File: src/hdl/bp_pkg.sv
package bp_pkg;

  // bundle shape, fixed at two words per fetch
  localparam int SLOTS = 2;
  localparam int INSTR_W = 32;
  localparam int SLOT_BYTES = INSTR_W / 8; // byte stride between slots

  typedef logic [63:0] addr_t;              // instruction address
  typedef logic [INSTR_W-1:0] instr_t;      // one instruction word
  typedef logic [SLOTS*INSTR_W-1:0] bundle_t; // slot 0 in the low word
  typedef logic [SLOTS-1:0] slot_mask_t;    // one bit per slot

  // branch classes
  typedef logic [1:0] brk_kind_t;
  localparam brk_kind_t BRK_NONE = 2'd0;
  localparam brk_kind_t BRK_B = 2'd1;
  localparam brk_kind_t BRK_BL = 2'd1;      // shares the b class, link bit tells them apart
  localparam brk_kind_t BRK_RET = 2'd2;
  localparam brk_kind_t BRK_COND = 2'd3;

  // opcode match values
  localparam logic [5:0] OPC_B = 6'b000101;       // bits 31:26
  localparam logic [5:0] OPC_BL = 6'b100101;      // bits 31:26
  localparam logic [10:0] OPC_RET = 11'b11010110010; // bits 31:21
  localparam logic [7:0] OPC_BCOND = 8'b01010100; // bits 31:24

  // gshare geometry
  localparam int GHR_K = 4;                 // history bits
  localparam int PHT_N = 4;                 // pc bits 5:2
  localparam int PHT_SIZE = 1 << (GHR_K + PHT_N);
  typedef logic [GHR_K-1:0] ghr_t;
  typedef logic [GHR_K+PHT_N-1:0] pht_idx_t; // {history, pc bits}

  // 2-bit saturating counter
  typedef logic [1:0] ctr_t;
  localparam ctr_t CTR_MAX = 2'd3;
  localparam ctr_t CTR_TAKEN = 2'd2;        // weakly taken and up

  // return stack
  localparam int RAS_DEPTH = 8;
  typedef logic [$clog2(RAS_DEPTH)-1:0] ras_ptr_t;
  typedef logic [$clog2(RAS_DEPTH+1)-1:0] ras_cnt_t; // 0 .. RAS_DEPTH

  // per-slot vectors
  typedef brk_kind_t [SLOTS-1:0] kind_vec_t;
  typedef addr_t [SLOTS-1:0] addr_vec_t;
  typedef ctr_t [SLOTS-1:0] ctr_vec_t;

endpackage

File: src/hdl/bp_if.sv
`timescale 1ns/1ps

// pre-decoded bundle, predecode -> predict
interface bp_decode_if import bp_pkg::*; ();

  logic valid;          // bundle present this cycle
  kind_vec_t kind;      // class per slot
  slot_mask_t link;     // bl per slot
  addr_vec_t slot_pc;   // address of each slot
  addr_vec_t target;    // absolute target, zero for ret and non-branch

  modport source (
    output valid,
    output kind,
    output link,
    output slot_pc,
    output target
  );

  modport sink (
    input valid,
    input kind,
    input link,
    input slot_pc,
    input target
  );

endinterface

// counter lookup, predict -> history
interface bp_pht_if import bp_pkg::*; ();

  addr_vec_t lookup_pc; // pc of each slot
  ctr_vec_t ctr;        // counter seen at {ghr, pc[5:2]}

  modport requester (
    output lookup_pc,
    input ctr
  );

  modport responder (
    input lookup_pc,
    output ctr
  );

endinterface

File: src/hdl/bp_history.sv
`timescale 1ns/1ps

// global history and gshare pattern table
// lookups are combinational, resolution updates land on the next edge
module bp_history import bp_pkg::*; (
  input logic clk_in,
  input logic rst_N_in,
  bp_pht_if.responder pht,
  input logic res_valid,
  input logic res_taken,
  input addr_t res_pc
);

  ghr_t ghr;                 // newest outcome in bit 0
  ctr_t ctr_tbl [PHT_SIZE];  // 2-bit counters
  pht_idx_t upd_idx;
  ctr_t upd_ctr;

  // one lookup per slot, sees the value before any same-cycle update
  for (genvar s = 0; s < SLOTS; s++) begin : g_lookup
    pht_idx_t look_idx;

    assign look_idx = {ghr, pht.lookup_pc[s][PHT_N+1:2]};
    assign pht.ctr[s] = ctr_tbl[look_idx];
  end

  assign upd_idx = {ghr, res_pc[PHT_N+1:2]}; // old history selects the entry
  assign upd_ctr = ctr_tbl[upd_idx];

  always_ff @(posedge clk_in) begin
    if (rst_N_in) begin
      ghr <= '0;
      for (int i = 0; i < PHT_SIZE; i++) begin
        ctr_tbl[i] <= '0; // strongly not taken
      end
    end else if (res_valid) begin
      ghr <= {ghr[GHR_K-2:0], res_taken}; // shift in the outcome
      if (res_taken) begin
        if (upd_ctr != CTR_MAX) begin
          ctr_tbl[upd_idx] <= upd_ctr + 1'b1;
        end
      end else begin
        if (upd_ctr != '0) begin // saturate at zero
          ctr_tbl[upd_idx] <= upd_ctr - 1'b1;
        end
      end
    end
  end

endmodule

File: src/hdl/bp_predecode.sv
`timescale 1ns/1ps

// splits a fetch bundle into slots and classifies each word
// purely combinational, no prediction happens here
module bp_predecode import bp_pkg::*; (
  input logic fetch_valid,
  input addr_t fetch_pc,
  input bundle_t fetch_bundle,
  bp_decode_if.source dec
);

  assign dec.valid = fetch_valid; // passes straight through

  for (genvar s = 0; s < SLOTS; s++) begin : g_slot
    instr_t word;
    logic is_b;
    logic is_bl;
    logic is_ret;
    logic is_cond;
    addr_t pc;
    addr_t off_imm26; // b / bl offset in bytes
    addr_t off_imm19; // b.cond offset in bytes
    addr_t off_sel;

    assign word = fetch_bundle[s*INSTR_W +: INSTR_W];
    assign pc = fetch_pc + addr_t'(SLOT_BYTES * s); // slot 1 sits 4 bytes up

    // opcode matches, the four encodings never overlap
    assign is_b = word[31:26] == OPC_B;
    assign is_bl = word[31:26] == OPC_BL;
    assign is_ret = word[31:21] == OPC_RET;
    assign is_cond = word[31:24] == OPC_BCOND;

    // sign extend and scale by four
    assign off_imm26 = {{36{word[25]}}, word[25:0], 2'b00};
    assign off_imm19 = {{43{word[23]}}, word[23:5], 2'b00};
    assign off_sel = is_cond ? off_imm19 : off_imm26;

    assign dec.slot_pc[s] = pc;
    assign dec.link[s] = is_bl;

    // ret is resolved from the stack later, so it gets no target here
    assign dec.target[s] = (is_b || is_bl || is_cond) ? pc + off_sel : '0;

    assign dec.kind[s] = is_ret  ? BRK_RET  :
                         is_bl   ? BRK_BL   :
                         is_b    ? BRK_B    :
                         is_cond ? BRK_COND :
                                   BRK_NONE;
  end

endmodule

File: src/hdl/bp_predict.sv
`timescale 1ns/1ps

// slot scan, next fetch address and registered outputs
// the first redirecting slot ends the bundle
module bp_predict import bp_pkg::*; (
  input logic clk_in,
  input logic rst_N_in,
  bp_decode_if.sink dec,
  bp_pht_if.requester pht,
  input logic res_mispredict,
  input addr_t res_target,
  output logic pred_valid,
  output addr_t pred_pc,
  output slot_mask_t pred_branch_mask,
  output slot_mask_t pred_taken_mask
);

  addr_t ras_top;
  logic ras_push;
  logic ras_pop;
  addr_t ras_push_addr;

  addr_t next_pc;         // scan result
  slot_mask_t br_mask;
  slot_mask_t tk_mask;
  logic want_push;
  logic want_pop;
  logic scan_done;
  logic fetch_ok;         // bundle survives the mispredict check

  assign pht.lookup_pc = dec.slot_pc; // counters come back this cycle

  always_comb begin
    next_pc = dec.slot_pc[0] + addr_t'(SLOTS * SLOT_BYTES); // fall through
    br_mask = '0;
    tk_mask = '0;
    want_push = 1'b0;
    want_pop = 1'b0;
    ras_push_addr = '0;
    scan_done = 1'b0;
    for (int s = 0; s < SLOTS; s++) begin
      if (!scan_done && dec.kind[s] != BRK_NONE) begin
        br_mask[s] = 1'b1; // scanned branch
        case (dec.kind[s])
          BRK_B: begin // b and bl
            scan_done = 1'b1;
            tk_mask[s] = 1'b1;
            next_pc = dec.target[s];
            if (dec.link[s]) begin
              want_push = 1'b1;
              ras_push_addr = dec.slot_pc[s] + addr_t'(SLOT_BYTES); // return past the bl
            end
          end
          BRK_RET: begin
            scan_done = 1'b1;
            tk_mask[s] = 1'b1;
            next_pc = ras_top;  // already zero on an empty stack
            want_pop = 1'b1;
          end
          BRK_COND: begin
            if (pht.ctr[s] >= CTR_TAKEN) begin
              scan_done = 1'b1;
              tk_mask[s] = 1'b1;
              next_pc = dec.target[s];
            end // not taken keeps scanning
          end
          default: ;
        endcase
      end
    end
  end

  // mispredict wins, a fetch in the same cycle is dropped
  assign fetch_ok = dec.valid && !res_mispredict;
  assign ras_push = fetch_ok && want_push;
  assign ras_pop = fetch_ok && want_pop;

  bp_return_stack u_ras (
    .clk_in(clk_in),
    .rst_N_in(rst_N_in),
    .push(ras_push),
    .pop(ras_pop),
    .push_addr(ras_push_addr),
    .top(ras_top),
    .empty()
  );

  always_ff @(posedge clk_in) begin
    if (rst_N_in) begin
      pred_valid <= 1'b0;
      pred_pc <= '0;
      pred_branch_mask <= '0;
      pred_taken_mask <= '0;
    end else begin
      pred_valid <= res_mispredict || dec.valid; // one cycle strobe
      if (res_mispredict) begin
        pred_pc <= res_target;
        pred_branch_mask <= '0;
        pred_taken_mask <= '0;
      end else if (dec.valid) begin
        pred_pc <= next_pc;
        pred_branch_mask <= br_mask;
        // a ret on an empty stack still redirects, to zero
        pred_taken_mask <= tk_mask;
      end // idle keeps the last values
    end
  end

endmodule

File: src/hdl/bp_return_stack.sv
`timescale 1ns/1ps

// circular return address stack
// top_ptr points at the newest entry, count saturates at RAS_DEPTH
module bp_return_stack import bp_pkg::*; (
  input logic clk_in,
  input logic rst_N_in,
  input logic push,
  input logic pop,
  input addr_t push_addr,
  output addr_t top,
  output logic empty
);

  addr_t mem [RAS_DEPTH];
  ras_ptr_t top_ptr;
  ras_ptr_t push_ptr;
  ras_cnt_t count;

  assign push_ptr = top_ptr + 1'b1; // wraps, so a full push lands on the oldest
  assign empty = count == '0;
  assign top = empty ? '0 : mem[top_ptr]; // zero when nothing is stored

  // pointer and occupancy
  always_ff @(posedge clk_in) begin
    if (rst_N_in) begin
      top_ptr <= '0;
      count <= '0;
    end else if (push) begin
      top_ptr <= push_ptr;
      if (count != ras_cnt_t'(RAS_DEPTH)) begin
        count <= count + 1'b1;
      end
    end else if (pop && !empty) begin // pop on empty is ignored
      top_ptr <= top_ptr - 1'b1;
      count <= count - 1'b1;
    end
  end

  // storage
  always_ff @(posedge clk_in) begin
    if (push) begin
      mem[push_ptr] <= push_addr;
    end
  end

endmodule

File: src/hdl/branch_pred_top.sv
`timescale 1ns/1ps

// branch prediction front end
// predecode -> predict, with history serving counters to predict
module branch_pred_top import bp_pkg::*; (
  input logic clk_in,
  input logic rst_N_in,
  input logic fetch_valid,
  input addr_t fetch_pc,
  input bundle_t fetch_bundle,
  input logic res_valid,
  input logic res_taken,
  input addr_t res_pc,
  input logic res_mispredict,
  input addr_t res_target,
  output logic pred_valid,
  output addr_t pred_pc,
  output slot_mask_t pred_branch_mask,
  output slot_mask_t pred_taken_mask
);

  bp_decode_if dec_if ();
  bp_pht_if pht_if ();

  bp_predecode u_predecode (
    .fetch_valid(fetch_valid),
    .fetch_pc(fetch_pc),
    .fetch_bundle(fetch_bundle),
    .dec(dec_if.source)
  );

  bp_predict u_predict (
    .clk_in(clk_in),
    .rst_N_in(rst_N_in),
    .dec(dec_if.sink),
    .pht(pht_if.requester),
    .res_mispredict(res_mispredict),
    .res_target(res_target),
    .pred_valid(pred_valid),
    .pred_pc(pred_pc),
    .pred_branch_mask(pred_branch_mask),
    .pred_taken_mask(pred_taken_mask)
  );

  // resolution writeback
  bp_history u_history (
    .clk_in(clk_in),
    .rst_N_in(rst_N_in),
    .pht(pht_if.responder),
    .res_valid(res_valid),
    .res_taken(res_taken),
    .res_pc(res_pc)
  );

endmodule

File: config.mk
export PLATFORM = sky130hd
export DESIGN_NAME = branch_pred_top
export DESIGN_NICKNAME = d
export VERILOG_FILES = /design/src/hdl/bp_pkg.sv /design/src/hdl/bp_if.sv /design/src/hdl/bp_history.sv /design/src/hdl/bp_predecode.sv /design/src/hdl/bp_predict.sv /design/src/hdl/bp_return_stack.sv /design/src/hdl/branch_pred_top.sv
export SDC_FILE = /design/constraint.sdc
export NUM_CORES = 2
export LEC_CHECK = 0
export ABC_AREA = 1
export BUFFER_PORTS_ARGS = -buffer_cell sky130_fd_sc_hd__buf_2
export CORE_MARGIN = 1.5
export CORE_UTILIZATION = 29
export DETAILED_ROUTE_END_ITERATION = 7
export PLACE_DENSITY = 0.54
export RECOVER_POWER = 100
export SYNTH_ARGS = -nofsm -noshare
export SYNTH_HDL_FRONTEND = slang
export SYNTH_SLANG_ARGS = --single-unit
export TNS_END_PERCENT = 20
File: constraint.sdc
create_clock -name clk_in -period 9.76 [get_ports clk_in]
set_clock_uncertainty 0.2 [all_clocks]
set_input_delay 0 -clock clk_in [delete_from_list [all_inputs] [get_ports clk_in]]
set_output_delay 0 -clock clk_in [all_outputs]
set_load 0.02 [all_outputs]
* Yosys cells after proc, flatten, opt, wreduce, memory -nomap -nowiden
Memories as Yosys holds them, arrays and structs flattened. A register that Yosys moved wholly into a read port is not among the register bits.
Cells that the tools add are included.
W data, S select, Z words.
** Word-level totals
- Memories kept :: 2
- Bits of input ports :: 262
- Word-level logic and storage cells :: 134
- Flip-flop bits (word level) :: 80
- Output and inout port bits :: 69
- Memory bits (writable) :: 1024
** Cells by class
- Equal/unequal tests :: 17
- Add/subtract/negate cells :: 11
- Bitwise gates (word level) :: 1
- Reduce and logical (&&, ||, !) cells :: 24
- Order comparisons :: 2
- Muxes and demuxes :: 70
** Memories
- u_history.ctr_tbl :: depth 256, bits a word 2, read ports 3, clocked after memory_dff 0, write ports 256, line bp_history.sv:15 : ctr_t ctr_tbl [PHT_SIZE];
- u_predict.u_ras.mem :: depth 8, bits a word 64, read ports 1, clocked after memory_dff 1, write ports 1, line bp_return_stack.sv:15 : addr_t mem [RAS_DEPTH];
** Operator list (number)
- $mux W64 :: 17
- $pmux W64 S3 :: 2
- $add A64 B3 Y64 const B :: 2
- $add A64 B64 Y64 :: 2
- $add A64 B4 Y64 const B :: 1
- $mux W1 :: 31
- $eq A11 B11 Y1 const B :: 2
- $mux W2 :: 10
- $eq A8 B7 Y1 const B :: 2
- $eq A6 B3 Y1 const B :: 2
- $eq A6 B6 Y1 const B :: 2
- $mux W3 :: 4
- $mux W4 :: 3
- $reduce_bool A2 Y1 :: 5
- $eq A2 B2 Y1 const B :: 4
- $mux W8 :: 1
- $reduce_or A2 Y1 :: 4
- $logic_and A1 B1 Y1 :: 5
- $logic_or A1 B1 Y1 :: 5
- $add A4 B1 Y4 const B :: 1
- $eq A2 B1 Y1 const B :: 2
- $ge A2 B2 Y1 const B :: 2
- $logic_not A4 Y1 :: 1
- $ne A2 B2 Y1 const B :: 2
- other kinds (10) :: 13

* Depth between registers and ports, before layout
- Word-level depth :: 18
- Depth in mapped cells :: 32
- Depth with buffers taken out :: 29

* Cells and area by module
A second synthesis with hierarchy kept.
** Unflattened totals
- Cells, all modules :: 12166
- Area total of the unflattened synthesis :: 82937.0 µm²
** By module, submodules not included
- bp_history :: times used 1, area an instance 36396.2 µm², cells each 5440, seq. area each 15454.8 µm²
- bp_return_stack :: times used 1, area an instance 21642.0 µm², cells each 2005, seq. area each 15574.9 µm²
- bp_predecode :: times used 1, area an instance 12578.3 µm², cells each 2475, seq. area each 0.0 µm²
- bp_predict :: times used 1, area an instance 12320.6 µm², cells each 2246, seq. area each 1381.3 µm²

* Worst setup path before layout
Ideal clock, no wire load.
- Path type :: input to register
- Start point :: in fetch_bundle[59]
- End point :: mem u_predict.u_ras.mem[4][0] in the netlist's numbering, enable pin
- Path buffers :: 3
- Arrival :: 7.020 ns
- Setup time :: 0.565 ns
- Stages on the path :: 15
- Slack :: 1.975 ns
- Required time :: 8.995 ns
- Cell sequence :: nor3_1 > nand4_1 > inv_1 > a21oi_1 > inv_1 > clkbuf_1 > clkbuf_1 > ha_1 > inv_1 > o21ai_0 > inv_1 > nand3_1 > nand3_1 > buf_2 > nor3_1
** On the way
- Word-level cells in the longest chain between the ends :: 11
- Elaborated cells between the ends (all ways) :: 17
- Those cells by class :: 5 x eq/ne; 9 x mux; 3 x reduce/logical
** RTL lines
- from (decl) :: line branch_pred_top.sv:10 : input bundle_t fetch_bundle,
- $eq A8 B7 Y1 :: line bp_predecode.sv:32 : assign is_cond = word[31:24] == OPC_BCOND;
- $mux W2 :: line bp_predecode.sv:48 : is_cond ? BRK_COND :
- $mux W2 :: line bp_predecode.sv:47 : is_b ? BRK_B :
- $mux W2 :: line bp_predecode.sv:46 : is_bl ? BRK_BL :
- $mux W2 :: line bp_predecode.sv:45 : assign dec.kind[s] = is_ret ? BRK_RET :
- $eq A2 B1 Y1 / $reduce_bool A2 Y1 (equally long branches) :: line bp_predict.sv:44, bp_predict.sv:42
- $mux W1 / $logic_and A1 B1 Y1 (equally long branches) :: line bp_predict.sv:44, bp_predict.sv:42
- $mux W1 * :: line bp_predict.sv:42 : if (!scan_done && dec.kind[s] != BRK_NONE) begin
- $logic_and A1 B1 Y1 * :: line bp_predict.sv:75 : assign ras_push = fetch_ok && want_push;
- $mux W1 * :: line bp_return_stack.sv:42 : if (push) begin
- $mux W1 (not written as such) * :: line bp_return_stack.sv:43 : mem[push_ptr] <= push_addr;
- to (decl) :: line bp_return_stack.sv:15
Every way passes the cells marked *; elsewhere a longest branch is shown, timed or not.

* Worst setup path in the final report
- Start point :: in fetch_bundle[28]
- End point :: mem u_predict.u_ras.mem[1][36] in the netlist's numbering, data pin
** On the way
- Word-level cells in the longest chain between the ends :: 12
- Elaborated cells between the ends (all ways) :: 23
- Those cells by class :: 7 x eq/ne; 12 x mux; 4 x reduce/logical
** RTL lines
- $eq A8 B7 Y1 :: line bp_predecode.sv:32
- $mux W2 :: line bp_predecode.sv:48
- $mux W2 :: line bp_predecode.sv:47
- $mux W2 :: line bp_predecode.sv:46
- $mux W2 :: line bp_predecode.sv:45
- $eq A2 B2 Y1 / $eq A2 B1 Y1 (equally long branches) :: line bp_predict.sv:44 : case (dec.kind[s])
- $reduce_or A2 Y1 (no line)
- $pmux W1 S2 :: line bp_predict.sv:44
- $mux W1 :: line bp_predict.sv:42
- $logic_not A1 Y1 :: line bp_predict.sv:42
- $logic_and A1 B1 Y1 :: line bp_predict.sv:42
- $mux W64 * :: line bp_predict.sv:42
- net u_predict.ras_push_addr[36] :: line bp_predict.sv:21 : addr_t ras_push_addr;
The timed path passes the listed nets; every way through them passes the cells marked *.

==> impl_metrics.env <==
export IMPL_ir_worst_vdd_mv=0.179
export IMPL_gr_usage_met3_pct=3.04
export IMPL_die_w_um=496
export IMPL_via_per_inst=5.62
export IMPL_clk_pin_slew_ps=60
export IMPL_drtPass1Iterations=7
export IMPL_violations="max-capacitance violations, max-slew violations"
export IMPL_cp_data_arrival_time_ps=8170
export IMPL_die_area_um2=246000
export IMPL_synth_cell_types=67
export IMPL_syn_inst=8955
export IMPL_drt_total_wl_um=318000
export IMPL_layout_nets=9551
export IMPL_place_ws_ps=2610
export IMPL_maxCapViolations=11
export IMPL_post_route_min_period_ps=8110
export IMPL_dp_final_hpwl_um=213000
export IMPL_layout_drive_gt1_share_pct=6.92
export IMPL_post_route_period_util_pct=83.1
export IMPL_ys_ff_latch=1107
export IMPL_die_y_um=496
export IMPL_post_cts_setup_buffers=0
export IMPL_avgSynthCellArea_um2=7.86
export IMPL_antenna_found_initial=19
export IMPL_grt_pass1_wl_um=447000
export IMPL_synth_edff_count=1024
export IMPL_synthFlopType="edfxtp_1"
export IMPL_drc=0
export IMPL_met2_usage_pct=40.5
export IMPL_grt_start_max_net_pins=209
export IMPL_first_global_vias=65072
export IMPL_clk_latency_ps=790
export IMPL_cts_buffer_depth=3
export IMPL_endpoint_kind="register"
export IMPL_ys_seq_area_share_pct=46.0
export IMPL_tightest_slew_ps=5680
export IMPL_core_area_um2=241000
export IMPL_busiest_layer="met2"
export IMPL_setup_ws_ps=1650
export IMPL_cts_root_buffer="clkbuf_16"
export IMPL_numClockSinks=1107
export IMPL_cts_tree="yes"
export IMPL_yosys_area_top_type_share_pct=43.7
export IMPL_crit_path_start_kind="input pin"
export IMPL_timing_fmax_ghz=0.123
export IMPL_port_buffers=270
export IMPL_hold_violations=0
export IMPL_syn_cell_area_um2=70400
export IMPL_required_ps=9820
export IMPL_synth_area_leader_cell="edfxtp_1"
export IMPL_synth_common_cells="nand2_1, nor2_1, nand3_1, edfxtp_1, o21ai_0"
export IMPL_crit_type="in -> reg"
export IMPL_rsz0062_at_grt="false"
export IMPL_use_met1_pct=30.5
export IMPL_yosysWarnings=0
export IMPL_synth_fp_nets=9371
export IMPL_start_util_pct=29.2
export IMPL_place_gp_congestion=0.996
export IMPL_synth_most_common_cell="nand2_1"
export IMPL_setup_viol=0
export IMPL_vias=69756
export IMPL_rows=180
export IMPL_overflow=0
export IMPL_powerDensity_nw_per_um2=146
export IMPL_p_leak_uw=0.0308
export IMPL_drt_wirelength_per_cell_um=25.6
export IMPL_drt_iter0_drc=8829
export IMPL_hold_class="in -> reg"
export IMPL_drv_slew=408
export IMPL_syn_to_final_growth_pct=14.1
export IMPL_relSlewSlack_pct=-279
export IMPL_fin_setup_tns_ps=0
export IMPL_grt_usage_pct=24.8
export IMPL_ant_nets=0
export IMPL_status="complete, but fails checks"
export IMPL_numCtsBuffers=113
export IMPL_dpl_cell_count=11985
export IMPL_finalNonFillerCells=12420
export IMPL_synthArstFlopShare_pct=0
export IMPL_ioPinCount=331
export IMPL_critPathMaxFanout=49
export IMPL_synth_area_top_cells="edfxtp_1, nand2_1, nand3_1, nor2_1, o21ai_0"
export IMPL_power_total_uw=11800
export IMPL_ctsHtreeMaxLevel=3
## what timing repair did
action	CTS	global route
resized for setup	0	0
endpoints found under the hold margin	147	0
hold buffers	220	0
## report_power, final
group | internal [uW] | leakage [uW] | total [uW] | switching, uW
Clock | 2360 | 0.00172 | 4330 | 1970
Sequential | 5230 | 0.0107 | 5290 | 60.1
Combinational | 561 | 0.0184 | 2140 | 1580
## cell usage in the layout (no fill, tap or decap), types with 10 or more instances in the layout
master	synthesis	layout
edfxtp_1	1024	1024
nor3_1	93	90
o21bai_1	16	16
a31oi_1	121	121
xnor2_1	43	43
dfxtp_1	83	80
o21ai_0	671	686
o21a_1	25	25
nand2_2	7	10
inv_2	24	27
xor2_1	118	118
diode_2	0	10
or2_2	45	45
nor2_2	17	22
dlygate4sd3_1	0	220
a22oi_1	122	122
nor2_1	1390	1360
a21oi_1	362	362
o22ai_1	188	188
nor2_4	2	27
clkinv_2	0	13
ha_1	151	149
clkinv_1	11	32
buf_2	112	196
clkbuf_16	0	113
nor4_1	29	29
nand3_1	1098	1097
buf_4	40	116
nand3b_1	23	23
nand4_1	92	92
o211ai_1	82	82
inv_1	509	504
nand2_1	1827	1824
o221ai_1	80	80
clkbuf_1	362	119
o21ai_1	27	12
a21o_1	27	27
## registers in the layout (all words and copies together) (netlist names), named ones only
name and count:
u_history.ctr_tbl 512, u_predict.pred_branch_mask 2, u_predict.u_ras.count 4, u_predict.u_ras.mem 512, u_predict.pred_pc 64, u_predict.pred_taken_mask 2
u_predict.pred_valid 1, u_predict.u_ras.top_ptr 3, u_history.ghr 4
## logic make-up (layout without fill, tap and decap cells)
group / count (synthesis) / count (layout) / synth area share [%]
AOI/OAI and AO/OA: 1767 / 1767 / 14.7
xor gates and xnor gates: 161 / 161 / 2.00
adders and majority gates: 154 / 154 / 2.77
buffers and inverters: 1109 / 1379 / 6.46
DFF: 1107 / 1107 / 46.0
other: 0 / 10 / 0
and+or+nand+nor: 4657 / 4657 / 28.0
## routing by layer
| metal | up-vias | part of all wire [%] |
|---|---|---|
| met3 | 812 | 7.7 |
| li1 | 31602 | - |
| met2 | 3795 | 46 |
| met1 | 33543 | 38 |
| met5 | - | 0.0079 |
| met4 | 4 | 8.0 |
## worst max-delay path, stage by stage
cell and delay, ps:
buf_2 90, inv_1 40, nor2_1 40, inv_1 70, nor3_1 40, nand2_1 450
nand2_1 100, buf_4 330, inv_1 720, ha_4 560, clkinv_1 160, clkbuf_1 450
nand3_1 520, clkinv_1 690, nor2_4 240, clkbuf_1 1750, inv_1 930, a21oi_1 320
o21ai_0 610
## through the flow
stage	utilization, %	instance area [um^2]	hold WS (ps)
floorplan	-	70400	-110
global placement	31.0	74700	65.8
detailed placement	31.0	74700	73.5
CTS	33.4	80500	4.90
global route	33.3	80400	52.5
finish	33.4	80400	37.5
## path summary, 6_finish.rpt
path	slack, ps	to	start	cells past startpoint
worst max-delay path	1650	u_predict.u_ras.mem[1][36]$_DFFE_PP_	fetch_bundle[28]	19
worst min-delay path	40	u_predict.pred_pc[5]$_SDFFE_PP0P_	fetch_pc[5]	8
worst max register to register	1970	u_history.ctr_tbl[104][1]$_SDFFCE_PN0P_	u_history.ghr[1]$_SDFFE_PP0P_	13
worst min register to register	270	u_predict.pred_pc[60]$_SDFFE_PP0P_	u_predict.pred_pc[60]$_SDFFE_PP0P_	2
## layout make-up
class                      instances  area, um^2
clock inverter                    59         641
fill                           25196      161000
tap                             3185        3990
clock buffer                     146        2960
timing repair buffer             629        4560
multi-input combinational       6739       33700
antenna                           10        25.0
sequential                      1107       32400
inverter                         545        2060
No activity file was read; power rests on OpenSTA's default activity.
